**config.mk**
```make
export PLATFORM = sky130hd
export DESIGN_NAME = conv_output_collector
export DESIGN_NICKNAME = d
export VERILOG_FILES = /design/src/common/conv_pkg.sv /design/src/source/conv_output_collector.sv
export VERILOG_INCLUDE_DIRS = /design/src /design/src/common
export SDC_FILE = /design/constraint.sdc
export NUM_CORES = 1
export LEC_CHECK = 0
export BUFFER_PORTS_ARGS = -buffer_cell sky130_fd_sc_hd__buf_2
export CAP_MARGIN = 25
export CORE_AREA = 2 2 151 153
export CTS_BUF_LIST = sky130_fd_sc_hd__clkbuf_4 sky130_fd_sc_hd__clkbuf_8
export DETAILED_ROUTE_END_ITERATION = 10
export DIE_AREA = 0 0 153 155
export MAX_ROUTING_LAYER = met4
export PLACE_DENSITY_LB_ADDON = 0.25
export SKIP_CTS_REPAIR_TIMING = 1
export SYNTH_ARGS = -nofsm -noshare
export SYNTH_HDL_FRONTEND = slang
export SYNTH_SLANG_ARGS = --single-unit
```
**constraint.sdc**
```tcl
create_clock -name i_clk -period 6.2 [get_ports i_clk]
set_clock_uncertainty 0.15 [all_clocks]
set_input_delay 0.93 -clock i_clk [delete_from_list [all_inputs] [get_ports i_clk]]
set_output_delay 0.93 -clock i_clk [all_outputs]
set_load 0.01 [all_outputs]
```
**src/common/conv_macros.svh**
```systemverilog
`ifndef CONV_MACROS_SVH
`define CONV_MACROS_SVH

//////////////////////////////////////////////////
// frame geometry
//////////////////////////////////////////////////

// input frame size in pixels, raster order
`define IMG_WIDTH   12
`define IMG_HEIGHT  12

//////////////////////////////////////////////////
// filter geometry
//////////////////////////////////////////////////

// kernel side, square kernel
`define FILTER_SIZE 5
// taps per kernel
`define NUM_TAPS    (`FILTER_SIZE * `FILTER_SIZE)
// parallel filter engines
`define NUM_FILTERS 6

//////////////////////////////////////////////////
// data widths
//////////////////////////////////////////////////

// unsigned input pixel
`define PIX_W       8
// signed weights and biases
`define COEF_W      16
// full precision feature, no truncation
`define ACC_W       32

`endif

```
**src/common/conv_pkg.sv**
```systemverilog
`default_nettype none

package conv_pkg;

    `include "conv_macros.svh"

    //////////////////////////////////////////////////
    // scalar types
    //////////////////////////////////////////////////

    // raw input pixel
    typedef logic        [`PIX_W-1:0]  pixel_t;
    // kernel weight or bias
    typedef logic signed [`COEF_W-1:0] coef_t;
    // accumulated feature value
    typedef logic signed [`ACC_W-1:0]  acc_t;

    //////////////////////////////////////////////////
    // window path
    //////////////////////////////////////////////////

    // tap index = row * FILTER_SIZE + column
    // row 0 is the oldest line, column 0 the oldest pixel
    typedef pixel_t [`NUM_TAPS-1:0] window_t;

    // one window plus end of frame marker
    typedef struct packed {
        window_t win;
        logic    last;
    } window_beat_t;

    //////////////////////////////////////////////////
    // coefficient write port
    //////////////////////////////////////////////////

    // taps 0..NUM_TAPS-1 are weights, tap NUM_TAPS is the bias
    typedef struct packed {
        logic [2:0] filt_idx;
        logic [4:0] tap_idx;
        coef_t      value;
    } coef_wr_t;

    //////////////////////////////////////////////////
    // result path
    //////////////////////////////////////////////////

    // one feature per filter lane
    typedef acc_t [`NUM_FILTERS-1:0] feature_vec_t;

    typedef struct packed {
        feature_vec_t features;
        logic         last;
    } result_t;

endpackage

`default_nettype wire

```
**src/source/conv_output_collector.sv**
```systemverilog
`timescale 1ns/1ps
`default_nettype none

module conv_output_collector import conv_pkg::*; (
    input  wire logic         i_clk,
    input  wire logic         i_rst,
    // lanes from the engines, all in lockstep
    input  wire logic         i_lane_valid,
    input  wire logic         i_lane_last,
    input  wire feature_vec_t i_lane_features,
    // result stream out
    input  wire logic         i_res_ready,
    output logic              o_eng_ready,
    output logic              o_res_valid,
    output result_t           o_res
);

    //////////////////////////////////////////////////
    // result register
    //////////////////////////////////////////////////

    // free when empty or drained this cycle
    // this also stalls every engine stage and the window generator
    assign o_eng_ready = !o_res_valid || i_res_ready;

    // payload only moves while the pipeline advances
    always_ff @(posedge i_clk) begin
        if (o_eng_ready) begin
            o_res.features <= i_lane_features;
            o_res.last     <= i_lane_last;
        end
    end

    // valid drops when read with nothing new behind it
    always_ff @(posedge i_clk) begin
        if (i_rst) begin
            o_res_valid <= 1'b0;
        end else if (o_eng_ready) begin
            o_res_valid <= i_lane_valid;
        end
    end

endmodule

`default_nettype wire

```
Word-level counts from Yosys, hierarchy flattened --
Cells that the tools add are included.
Storage, ports and cells: input port bits 197, word-level logic and storage cells 10, register bits 194
Cells by class: reductions and logical operators 2
Operators by type and width (count):
- zero test 1 bit | 1
- logical OR 1 bit | 1

Logic depth before layout (Yosys ltp) --
word-level depth 2, gate-level depth with buffers 2

Worst setup path before layout --
No wires, ideal clock.
path kind input to output, start input i_res_ready, end output o_eng_ready, cell stages on the path 1, path slack 2785 ps, data required time 5120 ps, arrival time 2335 ps, buffers on the path 0, path through nand2b_4
Between the ends: cells in the longest elaborated chain, start to end 1
Ends and longest elaborated chain:
- from (decl) | RTL line conv_output_collector.sv:12 | input wire logic i_res_ready,
- logical OR 1 bit | RTL line conv_output_collector.sv:24 | assign o_eng_ready = !o_res_valid || i_res_ready;
- to (decl) | RTL line conv_output_collector.sv:13 | output logic o_eng_ready,
No other way between the ends.

Worst setup path after layout --
start input i_res_ready, end register o_res[51] (netlist name), enable pin
Between the ends: cells in the longest elaborated chain, start to end 1
Ends and longest elaborated chain:
- logical OR 1 bit | RTL line conv_output_collector.sv:24
- to (decl) | RTL line conv_output_collector.sv:15 | output result_t o_res
No other way between the ends. A chain may end at the register's enable or synchronous reset.

==> results by group <==
Worst setup path
  – CP cell instances: buf_2 -> nand2b_4 -> buf_4 -> buf_4
  – CP Class: in -> reg
  – Crit path largest cell delay: 0.71 ns
  – Crit path required time: 6.12 ns
  – CP Capture Type: register
  – RR Startpoint: o_res_valid
  – FF-to-FF End: o_res[51]
  – R2R depth: 3
  – Worst EP arrival: ~2.6 ns
  – Most frequent CP cell: buf_4
  – R2R Setup Slk: 3.77 ns
  – CP startpoint kind: input pin
  – Setup crit start: i_res_ready
  – Crit path max fanout: 65
  – CP max-delay cell: buf_4

Global route
  – Total GRT Usage: about an eighth
  – GRT overflow: 0
  – First-pass GRT wire length: between 20000 and 25000 um
  – Largest net degree at the start of global routing: 69
  – Vias in the first global route: about 3800
  – Initial antenna violation count: 3

Power
  – Net Switching: slightly above 0.6 mW
  – Final Total Pwr: 2.54 mW
  – Int Power: 1.93 mW
  – Leak pwr: 3.76 nW
  – Pwr dens: 297 nW/um^2
  – Peak VDD IR: 0.130 mV
  – Net Sw Frac: 23.9%
  – Sequential share of power: 61.6%
  – Clock Power Share: 29.6%
  – Comb pwr share: just under 9%

STA
  – Final Hold Viols: 0
  – RSZ-0062 raised after global routing: no
  – Final setup fails: 0
  – FMAX: between 300 and 400 MHz
  – Post-route clock period utilization: 43.2%
  – Min Tclk post-route: 2.68 ns
  – Max_slew headroom: 42.2%
  – Worst slew pin tran: 0.867 ns
  – Final setup TNS: 0 ns
  – Max-slew violations: 0

Routing
  – M1 WL: 5510 um
  – Routed length on met3: 1300 um
  – Highest routing layer actually used: met4
  – Final wirelength: about 15000 um
  – DR iter-0 viols: 207
  – Vias per inst: 3.89
  – Total iterations of the first detailed-routing run: 4
  – Via Count: 3542
  – WL/cell: approximately 16 um
  – Met2 wire len: approximately 7400 um
  – Final ANT Viol Nets: 0
  – # DRC: 0

Logic synthesis
  – Synth area leader: edfxtp_1
  – Mapped Cells: 197
  – Sequential fraction of the synthesis area: between 90% and 100%
  – Synth Warn #: 0
  – Syn nets: 394
  – Main area contributors after synthesis: edfxtp_1 (99%), dfxtp_1 (0.34%), nand2b_4 (0.24%), a21oi_2 (0.15%), inv_1 (0.064%)
  – Post-synthesis compound-gate area fraction: less than 1%
  – Asr flop ratio synth: 0%
  – Post-synth EDFFs: 193
  – Mux cell area share after synthesis: 0%
  – Synth Area in Simple Gates: less than 1%
  – Yosys reg bits: between 150 and 200
  – Main combinational cell family by area after synthesis: simple AND/OR/NAND/NOR gates
  – Synth Area in XOR/XNOR: 0%
  – Most frequent cells after synthesis: edfxtp_1 (193), a21oi_2 (1), dfxtp_1 (1), inv_1 (1), nand2b_4 (1)
  – Synth unique cells: 5
  – Syn avg cell area: 29.7 um^2
  – Share of the synthesized area in the top cell type: 99.2%
  – Top FF cell, synth: edfxtp_1
  – Synth Cell Area: between 5000 and 6000 um^2
  – Adder-cell share of the synthesized area: 0%
  – Top-count cell post-synth: edfxtp_1

Layout
  – Fraction of layout cells with a size suffix above 1: 68.5%
  – Post-Layout Cell Count: 910
  – Area growth syn-to-layout: 46.3%
  – Nets: 807
  – Register area: 5820 um^2
  – Design area: 8550 um^2
  – Multi-input logic area: 22.5 um^2
  – Fillers: approximately 2100

Place
  – Placed insts: 876
  – Gp weighted congestion: 0.785
  – Number of I/O port buffers: 391
  – DP Wirelength: approximately 11000 um
  – Placed inst area: 8180 um^2

Clocking
  – Clk_lat worst skew: ~0.45 ns
  – Htree depth: 4
  – CTS Buf Count: 17
  – Clock sink total: 194
  – Clk slew on worst S/H paths: 0.11 ns
  – Clk root buf: clkbuf_8
  – Maximum clock path buffer count: 2
  – CTS tree: built

Floorplan
  – DIE AREA: around 24000 um^2
  – Starting Density: about a quarter
  – Row count: 55
  – Chip height: between 150 and 200 um
  – Core Footprint: ~22000 um^2
  – # IOs: 392
  – Die Wd: 153 um

Hold path
  – Hold depth: 1
  – Hold_sp: i_lane_features[144]
  – HP Class: in -> reg
  – Hold EP: o_res[145]

Outcome
  – Status: finished, final reports clean

Flow run
  – Max Cap Viol: 0
-- worst max-delay path, delay by kind of cell --
family / cells / cell delay, ns
buffers and inverters: 3 / 1.27
and+or+nand+nor: 1 / 0.35
-- layer usage --
metal / up-vias / GRT usage (%)
li1: 1630 / -
met5: - / -
met2: 234 / 20.1
met1: 1660 / 13.3
met3: 18 / 4.46
met4: 0 / 5.25
-- placed cells by master, fill, tap and decap left out --
cell type and count:
buf_2 391, edfxtp_1 193, clkbuf_8 17, clkinv_4 6, diode_2 3, inv_8 3, buf_4 3, nand2b_4 1
inv_1 1, a21oi_2 1, inv_6 1, clkinvlp_4 1, clkinv_1 1, clkinv_8 1, clkinv_2 1, dfxtp_1 1
-- area by class of cell --
type | count | area share, %
diodes | 3 | 0.0878
well taps | 285 | 4.17
multi-input cells | 2 | 0.264
clock inverters | 14 | 1.49
clock buffers | 17 | 2.74
flip-flops and latches | 194 | 68.0
inverters | 1 | 0.0439
repair buffers | 394 | 23.2
-- registers in the layout, summed over array words and instances (netlist names) --
name	count
o_res_valid	1
o_res	193
-- power groups by stage --
stage	Clock, mW	Combinational [mW]	Sequential (mW)
floorplan	0	0.0166	1.65
global placement	0	0.224	1.59
detailed placement	0	0.228	1.59
CTS	0.785	0.228	1.56
global route	0.839	0.240	1.57
finish	0.749	0.224	1.56
-- per-stage QoR --
step | util (%) | hold slack, ns | setup slack (ns)
4_1_cts | 38.4 | 0.447 | 3.54
6_report | 38.5 | 0.494 | 3.52
3_3_place_gp | 36.8 | 0.611 | 3.13
2_1_floorplan | - | 0.842 | 2.79
5_1_grt | 38.5 | 0.438 | 3.44
3_5_place_dp | 36.8 | 0.626 | 3.06
-- how the worst max path moves through the flow --
| stage | end | slack [ns] |
|---|---|---|
| after floorplan | o_eng_ready | 2.79 |
| after global placement | o_res[113] | 3.13 |
| after detailed placement | o_res[113] | 3.06 |
| after CTS | o_eng_ready | 3.54 |
| after global routing | o_res[34] | 3.44 |
| final | o_res[51] | 3.52 |
-- cells by family (layout without fill, tap and decap cells) --
family,after synthesis,in the layout
AO/OA/AOI/OAI,1,1
buffers and inverters,1,426
flip-flops,194,194
other,0,3
AND/OR/NAND/NOR,1,1
Note: power is estimated with default switching activity, not from simulation.
