### src/common/conv_macros.svh
`ifndef CONV_MACROS_SVH
`define CONV_MACROS_SVH

//////////////////////////////////////////////////
// frame geometry
//////////////////////////////////////////////////

// input frame size in pixels, raster order
`define IMG_WIDTH   12
`define IMG_HEIGHT  12

//////////////////////////////////////////////////
// filter geometry
//////////////////////////////////////////////////

// kernel side, square kernel
`define FILTER_SIZE 5
// taps per kernel
`define NUM_TAPS    (`FILTER_SIZE * `FILTER_SIZE)
// parallel filter engines
`define NUM_FILTERS 6

//////////////////////////////////////////////////
// data widths
//////////////////////////////////////////////////

// unsigned input pixel
`define PIX_W       8
// signed weights and biases
`define COEF_W      16
// full precision feature, no truncation
`define ACC_W       32

`endif

### src/common/conv_pkg.sv
`default_nettype none

package conv_pkg;

    `include "conv_macros.svh"

    //////////////////////////////////////////////////
    // scalar types
    //////////////////////////////////////////////////

    // raw input pixel
    typedef logic        [`PIX_W-1:0]  pixel_t;
    // kernel weight or bias
    typedef logic signed [`COEF_W-1:0] coef_t;
    // accumulated feature value
    typedef logic signed [`ACC_W-1:0]  acc_t;

    //////////////////////////////////////////////////
    // window path
    //////////////////////////////////////////////////

    // tap index = row * FILTER_SIZE + column
    // row 0 is the oldest line, column 0 the oldest pixel
    typedef pixel_t [`NUM_TAPS-1:0] window_t;

    // one window plus end of frame marker
    typedef struct packed {
        window_t win;
        logic    last;
    } window_beat_t;

    //////////////////////////////////////////////////
    // coefficient write port
    //////////////////////////////////////////////////

    // taps 0..NUM_TAPS-1 are weights, tap NUM_TAPS is the bias
    typedef struct packed {
        logic [2:0] filt_idx;
        logic [4:0] tap_idx;
        coef_t      value;
    } coef_wr_t;

    //////////////////////////////////////////////////
    // result path
    //////////////////////////////////////////////////

    // one feature per filter lane
    typedef acc_t [`NUM_FILTERS-1:0] feature_vec_t;

    typedef struct packed {
        feature_vec_t features;
        logic         last;
    } result_t;

endpackage

`default_nettype wire

### src/source/window_gen/conv_window_gen.sv
`timescale 1ns/1ps
`default_nettype none

`include "conv_macros.svh"

module conv_window_gen import conv_pkg::*; (
    input  wire logic         i_clk,
    input  wire logic         i_rst,
    // pixel stream in
    input  wire logic         i_pix_valid,
    input  wire pixel_t       i_pix,
    output logic              o_pix_ready,
    // window stream out
    input  wire logic         i_win_ready,
    output logic              o_win_valid,
    output window_beat_t      o_win
);

    localparam int COL_W = $clog2(`IMG_WIDTH);
    localparam int ROW_W = $clog2(`IMG_HEIGHT);

    // frame position of the pixel on the input
    logic [COL_W-1:0] col_cnt;
    logic [ROW_W-1:0] row_cnt;

    // one short column per frame column holding the last four rows
    // element 0 is the oldest row
    pixel_t [`FILTER_SIZE-2:0] line_buf [`IMG_WIDTH];

    // five pixels of the current column, new pixel on top
    pixel_t [`FILTER_SIZE-1:0] new_col;

    logic pix_accept;
    logic col_end;
    logic row_end;
    logic win_complete;

    //////////////////////////////////////////////////
    // handshake
    //////////////////////////////////////////////////

    // stall only while a window waits on the engines
    assign o_pix_ready = !o_win_valid || i_win_ready;
    assign pix_accept  = i_pix_valid && o_pix_ready;

    //////////////////////////////////////////////////
    // frame counters
    //////////////////////////////////////////////////

    assign col_end = (col_cnt == COL_W'(`IMG_WIDTH - 1));
    assign row_end = (row_cnt == ROW_W'(`IMG_HEIGHT - 1));

    // a window is complete once four earlier rows and columns exist
    assign win_complete = (col_cnt >= COL_W'(`FILTER_SIZE - 1)) &&
                          (row_cnt >= ROW_W'(`FILTER_SIZE - 1));

    always_ff @(posedge i_clk) begin
        if (i_rst) begin
            col_cnt <= '0;
            row_cnt <= '0;
        end else if (pix_accept) begin
            if (col_end) begin
                col_cnt <= '0;
                // wrap to the next frame, frames run back to back
                if (row_end) begin
                    row_cnt <= '0;
                end else begin
                    row_cnt <= row_cnt + 1'b1;
                end
            end else begin
                col_cnt <= col_cnt + 1'b1;
            end
        end
    end

    //////////////////////////////////////////////////
    // line buffer
    //////////////////////////////////////////////////

    // buffered rows below, incoming pixel as the newest row
    assign new_col = {i_pix, line_buf[col_cnt]};

    always_ff @(posedge i_clk) begin
        if (pix_accept) begin
            // drop the oldest row of this column
            line_buf[col_cnt] <= new_col[`FILTER_SIZE-1:1];
        end
    end

    //////////////////////////////////////////////////
    // window register
    //////////////////////////////////////////////////

    // shift left by one column, new column enters at column 4
    always_ff @(posedge i_clk) begin
        if (pix_accept) begin
            for (int r = 0; r < `FILTER_SIZE; r++) begin
                for (int c = 0; c < `FILTER_SIZE - 1; c++) begin
                    o_win.win[r*`FILTER_SIZE + c] <= o_win.win[r*`FILTER_SIZE + c + 1];
                end
                o_win.win[r*`FILTER_SIZE + `FILTER_SIZE - 1] <= new_col[r];
            end
            // bottom right window closes the frame
            o_win.last <= col_end && row_end;
        end
    end

    // window valid follows the completing pixel by one edge
    always_ff @(posedge i_clk) begin
        if (i_rst) begin
            o_win_valid <= 1'b0;
        end else if (pix_accept) begin
            o_win_valid <= win_complete;
        end else if (i_win_ready) begin
            o_win_valid <= 1'b0;
        end
    end

endmodule

`default_nettype wire

### config.mk
export PLATFORM = sky130hd
export DESIGN_NAME = conv_window_gen
export DESIGN_NICKNAME = d
export VERILOG_FILES = /design/src/common/conv_pkg.sv /design/src/source/window_gen/conv_window_gen.sv
export VERILOG_INCLUDE_DIRS = /design/src /design/src/common
export SDC_FILE = /design/constraint.sdc
export NUM_CORES = 1
export LEC_CHECK = 0
export BUFFER_PORTS_ARGS = -buffer_cell sky130_fd_sc_hd__buf_4
export CAP_MARGIN = 5
export CORE_MARGIN = 2
export CORE_UTILIZATION = 50
export CTS_BUF_LIST = sky130_fd_sc_hd__clkbuf_2 sky130_fd_sc_hd__clkbuf_4 sky130_fd_sc_hd__clkbuf_8
export CTS_CLUSTER_DIAMETER = 120
export DETAILED_ROUTE_END_ITERATION = 6
export MAX_ROUTING_LAYER = met4
export PLACE_DENSITY_LB_ADDON = 0.2
export SETUP_SLACK_MARGIN = 0.2
export SLEW_MARGIN = 20
export SYNTH_ARGS = -nofsm -noshare
export SYNTH_HDL_FRONTEND = slang
export SYNTH_SLANG_ARGS = --single-unit
### constraint.sdc
create_clock -name i_clk -period 10.12 [get_ports i_clk]
set_clock_uncertainty 0.1 [all_clocks]
set_input_delay 1.518 -clock i_clk [delete_from_list [all_inputs] [get_ports i_clk]]
set_output_delay 1.518 -clock i_clk [all_outputs]
set_load 0.02 [all_outputs]
=== Word-level counts from Yosys, hierarchy flattened ===
Memory sizes are Yosys's and may differ from the RTL's. A register that Yosys moved wholly into a read port is not among the register bits.
Index checks and enable logic that the tools add are counted.

* Register bits: 210
* Memory bits (writable): 384
* Bits of input ports: 12
* Output and inout bits: 203
* Logic and storage cells: 51
* Memories kept: 1

{| class="wikitable"
|+ Memories
! name !! depth !! bits a word !! read ports !! clocked after Yosys merged registers in !! write ports !! RTL line !! text
|-
| line_buf || 12 || 32 || 1 || 1 || 1 || conv_window_gen.sv:28 || <nowiki>pixel_t [`FILTER_SIZE-2:0] line_buf [`IMG_WIDTH];</nowiki>
|}

* Add/sub/neg operators: 2
* $lt $le $gt $ge: 2
* Eq/ne operators: 2
* Multiplexer cells: 8
* Reduce and logical (&&, ||, !) cells: 7

{| class="wikitable"
|+ Operator list
! kind !! number
|-
| $mux 4 || 4
|-
| $add 4x1->4 const B || 2
|-
| $eq 4x4->1 const B || 2
|-
| $ge 4x3->1 const B || 2
|-
| $mux 1 || 4
|-
| $logic_and 1x1->1 || 3
|-
| $reduce_and 2->1 || 1
|-
| $reduce_bool 2->1 || 1
|-
| $logic_not 1->1 || 1
|-
| $logic_or 1x1->1 || 1
|}

=== Logic depth before layout (Yosys ltp) ===
Gate-level depths: netlist of run 1.

* Depth after elaboration: 5
* Gate-level depth with buffers: 6
* Mapped depth without buffers: 5

=== Worst setup path before layout of run 1 ===
OpenSTA, ideal clock, no wires.

* Kind: input -> register
* Start point: in i_win_ready
* End point: mem line_buf[0][0] (netlist bit), enable pin
* Library setup time: 412 ps
* Arrival time: 7804 ps
* Required time: 9608 ps
* Slack: 1804 ps
* Cell stages on the path: 4
* Buffers on the path: 0
* Cells stage by stage: nand2b_1 -> nand2_1 -> clkinv_1 -> and3_1

* Word-level cells in the longest chain between the ends: 4

{| class="wikitable"
|+ RTL lines
! element !! RTL line !! text
|-
| from (decl) || conv_window_gen.sv:14 || <nowiki>input wire logic i_win_ready,</nowiki>
|-
| $logic_or 1x1->1 || conv_window_gen.sv:43 || <nowiki>assign o_pix_ready = !o_win_valid || i_win_ready;</nowiki>
|-
| $logic_and 1x1->1 || conv_window_gen.sv:44 || <nowiki>assign pix_accept = i_pix_valid && o_pix_ready;</nowiki>
|-
| net pix_accept || conv_window_gen.sv:33 || <nowiki>logic pix_accept;</nowiki>
|-
| $mux 1 || conv_window_gen.sv:84 || <nowiki>if (pix_accept) begin</nowiki>
|-
| $mux 1 || conv_window_gen.sv:86 || <nowiki>line_buf[col_cnt] <= new_col[`FILTER_SIZE-1:1];</nowiki>
|-
| to (decl) || conv_window_gen.sv:28 ||
|}

The timed path passes the listed nets, and every way through them passes these cells.

=== Worst setup path after layout of run 1 ===
* Start point: in i_win_ready
* End point: mem line_buf[2][10] (netlist bit), enable pin

Same word-level chain as after synthesis.

==> reports/results.md, run 1 <==
STA
- Slew headroom: 29.7%
- Least-Margin Pin Slew: 1.05 ns
- Final period util: 38.0%
- Total Neg Setup Slack: 0 ns
- setup violators final: 0
- FMAX: 260 MHz
- Worst Slack Setup Final: 6.27 ns
- number of pins exceeding their max-slew limit in the final report: 0
- minimum clock period: 3.85 ns
- setup repair after global routing missed its margin: no
- Final Hold Violating Endpoints: 0

Synth
- Synth cell types: 39
- number of flops mapped to enable cells by yosys: 585
- top-area cell type share of the netlist area: 82.2%
- total of warnings raised by yosys: 0
- number of synthesized register bits: 598
- cell taking the most area after synthesis: sky130_fd_sc_hd__edfxtp_1
- Syn Area/Cell: 21.5 um^2
- register area share after synthesis: 83.4%
- cell types with the largest area share after synthesis: sky130_fd_sc_hd__edfxtp_1 (82%), sky130_fd_sc_hd__mux2_2 (3.4%), sky130_fd_sc_hd__mux4_2 (3.4%)
- synthesized netlist net count: 1011
- Synth Flop Type: sky130_fd_sc_hd__edfxtp_1
- total standard cell area after synthesis: 0.0214 mm^2
- share of synthesized registers carrying an async set or reset: 0%
- Cells after Synth: 994

Final layout
- Layout area overhead: 19.1%
- nets@finish: 1299
- share of post-route cells with drive strength above 1: 35.7%
- number of antenna diodes: 0
- multi-input combinational cell area: 0.00327 mm^2
- Sequential Area: 0.0178 mm^2
- Filler Cell Count: 3071
- post-layout instance area: 0.0254 mm^2

Power and ir drop
- total power per unit cell area: 212 mW/mm^2
- maximum resistive drop on vdd: 0.105 mV
- Lkg Pwr: 8.55 nW

Critical path
- required time reported for the critical path endpoint: 10.33 ns
- worst-path cell with the longest stage delay: sky130_fd_sc_hd__and3_1
- startpoint type of the worst setup path: input port
- reg2reg setup slack: 6.51 ns
- element type at the critical path end: flip-flop
- endpoint of the lowest-slack register-to-register path: line_buf[1][8]
- Max FO, Critical Path: 138
- most used cell along the critical path: sky130_fd_sc_hd__buf_4
- crit-path cells: buf_4, nand2b_1, nand2_1, inv_8, and3_1, buf_4
- startpoint of the most critical setup path: i_win_ready
- capture point of the worst path: line_buf[2][10]
- category of the critical setup timing path: in2reg
- worst reg-to-reg path cell count: 5
- arrival time worst endpoint: 4.06 ns
- stage delay of the slowest cell on the critical path: 0.87 ns

Min path
- Hold WC Path Type: reg2reg

Placement
- placement-stage worst setup slack: 5.55 ns
- Detailed Place HPWL: 21200 um
- IO buf count: 214
- placer congestion estimate: 0.705
- DP Area: 0.0236 mm^2

Drt
- top routing layer in use: met4
- DR vias: 10228
- ANT nets after route: 0
- met3 wirelength from detailed routing: 2320 um
- Total Wirelength: 39600 um
- DRC violation count after routing: 0
- M1 wire length: 16900 um
- number of DRC markers in iteration 0: 755
- detailed-route wire length per cell: 21.0 um
- drt via density: 5.41
- First-pass DRT Iterations: 5
- WL met2: 19900 um

Clocking
- number of buffers added by the clock tree synthesis step: 96
- largest buffer count on any clock path: 3
- Clock Sink Count: 598
- TritonCTS clock tree: built
- hold_buf cts: 0
- root buffer selected by CTS: sky130_fd_sc_hd__clkbuf_8
- count of buffers added by post-CTS timing repair for setup: 0
- post_cts resized: 0
- clock latency on the worst-skew pair: 0.66 ns
- clock-pin slew reported for the worst setup and hold paths after clock tree synthesis: 0.06 ns
- H-tree lvl count: 3

Floorplanning
- I/O pin count: 215
- starting density of the core: 50.8%
- area of the die: 0.0444 mm^2
- site row count: 75
- die outline width: 211 um
- die extent in y: 211 um
- Core ar.: 0.0420 mm^2

Outcome
- outcome: finished, final reports clean

Global route
- via count of the first global-routing pass: 10530
- total global routing overflow: 0
- initial antenna violation count: 0
- global-route wire length before repair: 60100 um
- largest net degree at the start of global routing: 139
- GRT Util Overall: 18.3%

Job
- number of max-cap violations: 0

[placed cells by master, fill, tap and decap left out, types with 2 or more instances in the layout]
cell / netlist / final
sky130_fd_sc_hd__o21ai_0: 2 / 2
sky130_fd_sc_hd__inv_1: 5 / 5
sky130_fd_sc_hd__o22ai_1: 32 / 32
sky130_fd_sc_hd__clkinv_1: 1 / 25
sky130_fd_sc_hd__edfxtp_1: 585 / 585
sky130_fd_sc_hd__and3_1: 7 / 7
sky130_fd_sc_hd__buf_4: 6 / 233
sky130_fd_sc_hd__nand3_1: 3 / 3
sky130_fd_sc_hd__clkbuf_8: 0 / 99
sky130_fd_sc_hd__o21ai_2: 0 / 2
sky130_fd_sc_hd__clkbuf_4: 0 / 21
sky130_fd_sc_hd__mux2_2: 64 / 64
sky130_fd_sc_hd__mux4_2: 32 / 32
sky130_fd_sc_hd__and2_1: 4 / 4
sky130_fd_sc_hd__mux2i_1: 64 / 64
sky130_fd_sc_hd__dfxtp_1: 13 / 10
sky130_fd_sc_hd__bufinv_16: 0 / 6
sky130_fd_sc_hd__nand2_1: 42 / 41
sky130_fd_sc_hd__clkinv_2: 0 / 13
sky130_fd_sc_hd__ha_1: 5 / 5
sky130_fd_sc_hd__dfxtp_2: 0 / 2
sky130_fd_sc_hd__o21ai_1: 32 / 30
sky130_fd_sc_hd__a221o_1: 32 / 32
sky130_fd_sc_hd__a21oi_1: 8 / 8
sky130_fd_sc_hd__nor2_1: 4 / 3
sky130_fd_sc_hd__clkinvlp_4: 0 / 3
[synthesized netlist by cell type, drive strengths merged (4+ instances only)]
| cell type | count |
|---|---|
| and2 | 4 |
| buf | 26 |
| a21oi | 8 |
| o21ai | 34 |
| mux2i | 64 |
| ha | 5 |
| inv | 5 |
| mux4 | 32 |
| mux2 | 64 |
| dfxtp | 13 |
| a221o | 32 |
| clkbuf | 17 |
| and3 | 7 |
| nand2 | 42 |
| o22ai | 32 |
| nor2 | 4 |
| edfxtp | 585 |
[worst max-delay path, delay by kind of cell]
| kind | cells | cell delay [ns] |
|---|---|---|
| buf+inv | 3 | 1.16 |
| simple gates | 3 | 1.31 |
[worst min-delay path by stage]
stage | startpoint | end | cells past startpoint
finish | o_win[50] | o_win[42] | 0
global route | o_win[109] | o_win[101] | 0
global placement | o_win[102] | o_win[94] | 0
floorplan | row_cnt[1] | row_cnt[1] | 2
CTS | o_win[95] | o_win[87] | 0
detailed placement | o_win[95] | o_win[87] | 0
[state kept, by name, indices dropped and copies added, names as in the netlist, named ones only]
name	count
line_buf	384
o_win_valid	1
row_cnt	4
o_win	201
col_cnt	4
[kinds of logic after synthesis]
logic type	after synthesis	share of synthesized area, %
compound gates	111	3.61
buf+inv	49	1.36
flops	598	83.4
fa+ha+maj	5	0.293
xor+xnor	1	0.0410
simple gates	70	1.52
mux	160	9.74
[where the power goes]
| part | switching (mW) | total (mW) | internal, mW |
|---|---|---|---|
| clock | 0.900 | 2.03 | 1.13 |
| sequential | 0.0388 | 2.94 | 2.90 |
| combinational | 0.281 | 0.428 | 0.146 |
[layer usage]
| metal | up-vias | GRT usage (%) |
|---|---|---|
| met5 | - | - |
| met4 | 0 | 5.83 |
| met3 | 45 | 3.88 |
| met2 | 316 | 29.5 |
| met1 | 5225 | 23.5 |
| li1 | 4642 | - |
[final cells by class]
class                      count  share of cell area (%)
clock buffer                 120                    5.98
clock inverter                47                    1.42
inverter                       6                   0.118
multi-input combinational    347                    12.9
sequential                   598                    70.1
tap                          539                    2.65
timing repair buffer         233                    6.88
[through the flow]
step	total power, mW	cells	hold slack [ns]	util, %
floorplan	3.23	994	0.349	-
global placement	3.41	1723	0.329	56.0
detailed placement	3.42	1723	0.333	56.0
CTS	5.46	1890	0.346	60.5
global route	5.59	1890	0.352	60.5
finish	5.40	1890	0.332	60.5
Note: power is estimated with default switching activity, not from simulation.
==> run 2: changes to the inputs <==
--- a/config.mk
+++ b/config.mk
@@ -6,6 +6,7 @@
 export SDC_FILE = /design/constraint.sdc
 export NUM_CORES = 1
 export LEC_CHECK = 0
+export ABC_AREA = 1
 export BUFFER_PORTS_ARGS = -buffer_cell sky130_fd_sc_hd__buf_4
 export CAP_MARGIN = 5
 export CORE_MARGIN = 2
==> constraint.sdc (replaced) <==
create_clock -name i_clk -period 3.6 [get_ports i_clk]
set_clock_uncertainty 0.1 [all_clocks]
set_input_delay 0.54 -clock i_clk [delete_from_list [all_inputs] [get_ports i_clk]]
set_output_delay 0.54 -clock i_clk [all_outputs]
set_load 0.02 [all_outputs]
==> run 2 against run 1 <==
  * Die area increased by 5.9%
  * Wire length rose by 20%
  * Critical endpoint is now line_buf[8][2]
  * Critical path type is now reg2reg
  * Cell area grew 6.1%
  * Sequential cell count unchanged
  * Register-to-register slack got worse by 5.4 ns
==> reports/results.md, run 2 <==
Synth
- number of synthesized register bits: 598, unchanged
- number of flops mapped to enable cells by yosys: 585, unchanged
- share of synthesized registers carrying an async set or reset: 0%, unchanged
- synthesized netlist net count: 1732, +71%
- cell types with the largest area share after synthesis: sky130_fd_sc_hd__edfxtp_1 (78%), sky130_fd_sc_hd__nand2_1 (6.6%), sky130_fd_sc_hd__nand3_1 (4.4%)
- register area share after synthesis: 78.7%, -4.7 points
- most instantiated cells after synthesis: sky130_fd_sc_hd__edfxtp_1 (585), sky130_fd_sc_hd__nand2_1 (400), sky130_fd_sc_hd__inv_1 (225), sky130_fd_sc_hd__nand3_1 (199), sky130_fd_sc_hd__o21ai_0 (86)
- Synth Flop Type: sky130_fd_sc_hd__edfxtp_1
- Syn Area/Cell: 13.2 um^2, -39%
- total of warnings raised by yosys: 0, unchanged
- count leader, synth: sky130_fd_sc_hd__edfxtp_1
- Synth cell types: 20, -49%
- top-area cell type share of the netlist area: 77.5%, -4.7 points
- Cells after Synth: 1715, +73%
- cell taking the most area after synthesis: sky130_fd_sc_hd__edfxtp_1
- total standard cell area after synthesis: 0.0227 mm^2, +6.0%

Power and ir drop
- part of the total power dissipated in sequential elements: 53.4%, -1.0 points
- share of power burned in combinational logic: 8.6%, +0.7 points
- switching part of the total power: 23.5%, +0.90 points
- maximum resistive drop on vdd: 0.342 mV, +230%
- Lkg Pwr: 10.7 nW, +25%
- internal power summed over all cells: 11.7 mW, +180%
- net switching power figure: 3.61 mW, +200%
- Clock Power Share: 38.0%, +0.3 points
- total power per unit cell area: 569 mW/mm^2, +170%

Critical path
- startpoint type of the worst setup path: flip-flop
- category of the critical setup timing path: reg2reg
- Max FO, Critical Path: 207, +50%
- arrival time worst endpoint: 2.77 ns, -1.29 ns
- reg2reg setup slack: 1.11 ns, -5.40 ns
- element type at the critical path end: flip-flop
- required time reported for the critical path endpoint: 3.88 ns, -6.45 ns

Floorplanning
- site row count: 77, +2.7%
- die extent in y: 217 um, +2.9%
- I/O pin count: 215, unchanged
- starting density of the core: 50.9%, +0.075 points
- die outline width: 217 um, +2.9%
- area of the die: 0.0470 mm^2, +5.9%
- Core ar.: 0.0445 mm^2, +5.9%

STA
- Final period util: 69.2%
- setup violators final: 0, unchanged
- number of pins exceeding their max-slew limit in the final report: 0, unchanged
- Slew headroom: 30.2%, +0.50 points
- setup repair after global routing missed its margin: no
- Least-Margin Pin Slew: 1.05 ns, -0.00520 ns
- minimum clock period: 2.49 ns
- FMAX: 402 MHz
- Final Hold Violating Endpoints: 0, unchanged
- Total Neg Setup Slack: 0 ns, unchanged
- worst hold slack: 0.0541 ns, -0.278 ns

Clocking
- TritonCTS clock tree: built
- largest buffer count on any clock path: 3, unchanged
- clock-pin slew reported for the worst setup and hold paths after clock tree synthesis: 0.06 ns, about the same
- Clock Sink Count: 598, unchanged
- number of buffers added by the clock tree synthesis step: 96, unchanged
- root buffer selected by CTS: sky130_fd_sc_hd__clkbuf_8
- clock latency on the worst-skew pair: 0.68 ns, +0.02 ns
- H-tree lvl count: 3, unchanged

Job
- number of max-cap violations: 0, unchanged

Drt
- DR vias: 13535, +32%
- DRC violation count after routing: 0, unchanged
- detailed-route wire length per cell: 18.0 um, -14%
- drt via density: 5.11, -5.6%
- ANT nets after route: 0, unchanged
- number of DRC markers in iteration 0: 1383, +83%
- Total Wirelength: 47800 um, +20%
- First-pass DRT Iterations: 5, unchanged

Global route
- total global routing overflow: 0, unchanged
- global-route wire length before repair: 73500 um, +22%
- GRT Util Overall: 21.0%, +2.7 points
- initial antenna violation count: 0, unchanged
- largest net degree at the start of global routing: 208, +50%
- via count of the first global-routing pass: 13334, +27%

Placement
- IO buf count: 214, unchanged
- Detailed Place HPWL: 25100 um, +19%
- placer congestion estimate: 0.764, +8.3%
- DP Area: 0.0250 mm^2, +6.3%

Final layout
- Filler Cell Count: 3495, +14%
- Reg with most FFs: line_buf
- Sequential Area: 0.0178 mm^2, about the same
- share of post-route cells with drive strength above 1: 20.1%, -16 points
- post-layout instance area: 0.0270 mm^2, +6.1%
- leading cell types in the layout, fill and taps excluded: sky130_fd_sc_hd__edfxtp_1 (585), sky130_fd_sc_hd__nand2_1 (398), sky130_fd_sc_hd__buf_4 (234), sky130_fd_sc_hd__inv_1 (223), sky130_fd_sc_hd__nand3_1 (199)
- multi-input combinational cell area: 0.00367 mm^2, +12%
- final cell utilization of the core: 60.6%, +0.11 points
- nets@finish: 1996, +54%
- number of antenna diodes: 0, unchanged
- max reg flops: 384, unchanged
- most common cell after layout, fill and taps aside: sky130_fd_sc_hd__edfxtp_1
- Layout area overhead: 19.1%, about the same
- leading registers by flop count: line_buf: 384 flops, o_win: 201 flops

Min path
- Hold WC Path Type: in2reg

Outcome
- outcome: finished, final reports clean

## run 2: changes by cell type after synthesis, sizes merged, moves of 65 or more
cell,before,now
nand2,42,400
inv,5,227
nand3,3,199
nor2,4,78
o21ai,34,99
## run 2: path summary, 6_finish.rpt
| check | from | endpoint | cells after the start |
|---|---|---|---|
| worst max register to register | flip-flop | line_buf[8][2] | 5 |
| worst min-delay path | i_pix[3] | line_buf[3][27] | 1 |
| worst min register to register | o_win[186] | o_win[178] | 0 |
| worst max-delay path | flip-flop | line_buf[8][2] | 5 |
## run 2: worst max-delay path, cell delays in order (launching register included)
cell                      delay [ns]
sky130_fd_sc_hd__dfxtp_4        0.37
sky130_fd_sc_hd__buf_12         0.52
sky130_fd_sc_hd__o21ai_0        0.24
sky130_fd_sc_hd__o21ai_0        0.19
sky130_fd_sc_hd__nand2_1        0.06
sky130_fd_sc_hd__nand2_1        0.45
## run 2: layout make-up
| class | count | area share [%] |
|---|---|---|
| Sequential cell | 598 | 66.1 |
| Multi-Input combinational cell | 813 | 13.6 |
| Timing Repair Buffer | 243 | 7.14 |
| Clock buffer | 138 | 6.18 |
| Inverter | 227 | 3.25 |
| Tap cell | 592 | 2.75 |
| Clock inverter | 38 | 1.02 |
## run 2: per-stage QoR
step | cells | setup slack [ns] | power (mW)
finish | 2649 | 1.11 | 15.3
global placement | 2472 | 1.20 | 9.64
global route | 2649 | 0.942 | 15.9
CTS | 2649 | 1.15 | 15.5
floorplan | 1715 | -1.09 | 9.11
detailed placement | 2472 | 1.15 | 9.67
## run 2: power by group through the flow
stage,clock (mW),sequential (mW),combinational [mW]
after floorplan,0,8.54,0.577
after global placement,0,8.33,1.31
after detailed placement,0,8.34,1.33
after CTS,5.94,8.20,1.34
after global routing,6.25,8.22,1.44
final,5.83,8.20,1.32
## run 2: kinds of logic (layout without fill, tap and decap cells)
kind of cell             Yosys count  after routing  share of synthesized area [%]
adder cells (fa/ha/maj)            5              5                          0.276
flip-flops                       598            598                           78.7
buffers and inverters            304            646                           5.80
AO/OA/AOI/OAI                    119            119                           2.63
XOR/XNOR                           1              1                         0.0387
AND/OR/NAND/NOR                  688            688                           12.6
## run 2: routing by layer
| metal | vias to the layer above | wire length [um] | track usage, % |
|---|---|---|---|
| li1 | 6388 | - | - |
| met2 | 473 | 22800 | 32.8 |
| met5 | - | 0 | - |
| met4 | 0 | 1150 | 8.77 |
| met1 | 6578 | 20400 | 27.4 |
| met3 | 96 | 3420 | 3.98 |
## run 2: what timing repair did
item / CTS / global route
hold buffers: 1 / 0
setup buffers: 0 / 0
endpoints found under the setup margin: 0 / 0
hold endpoints to repair: 3 / 0
gates resized for setup: 0 / 0
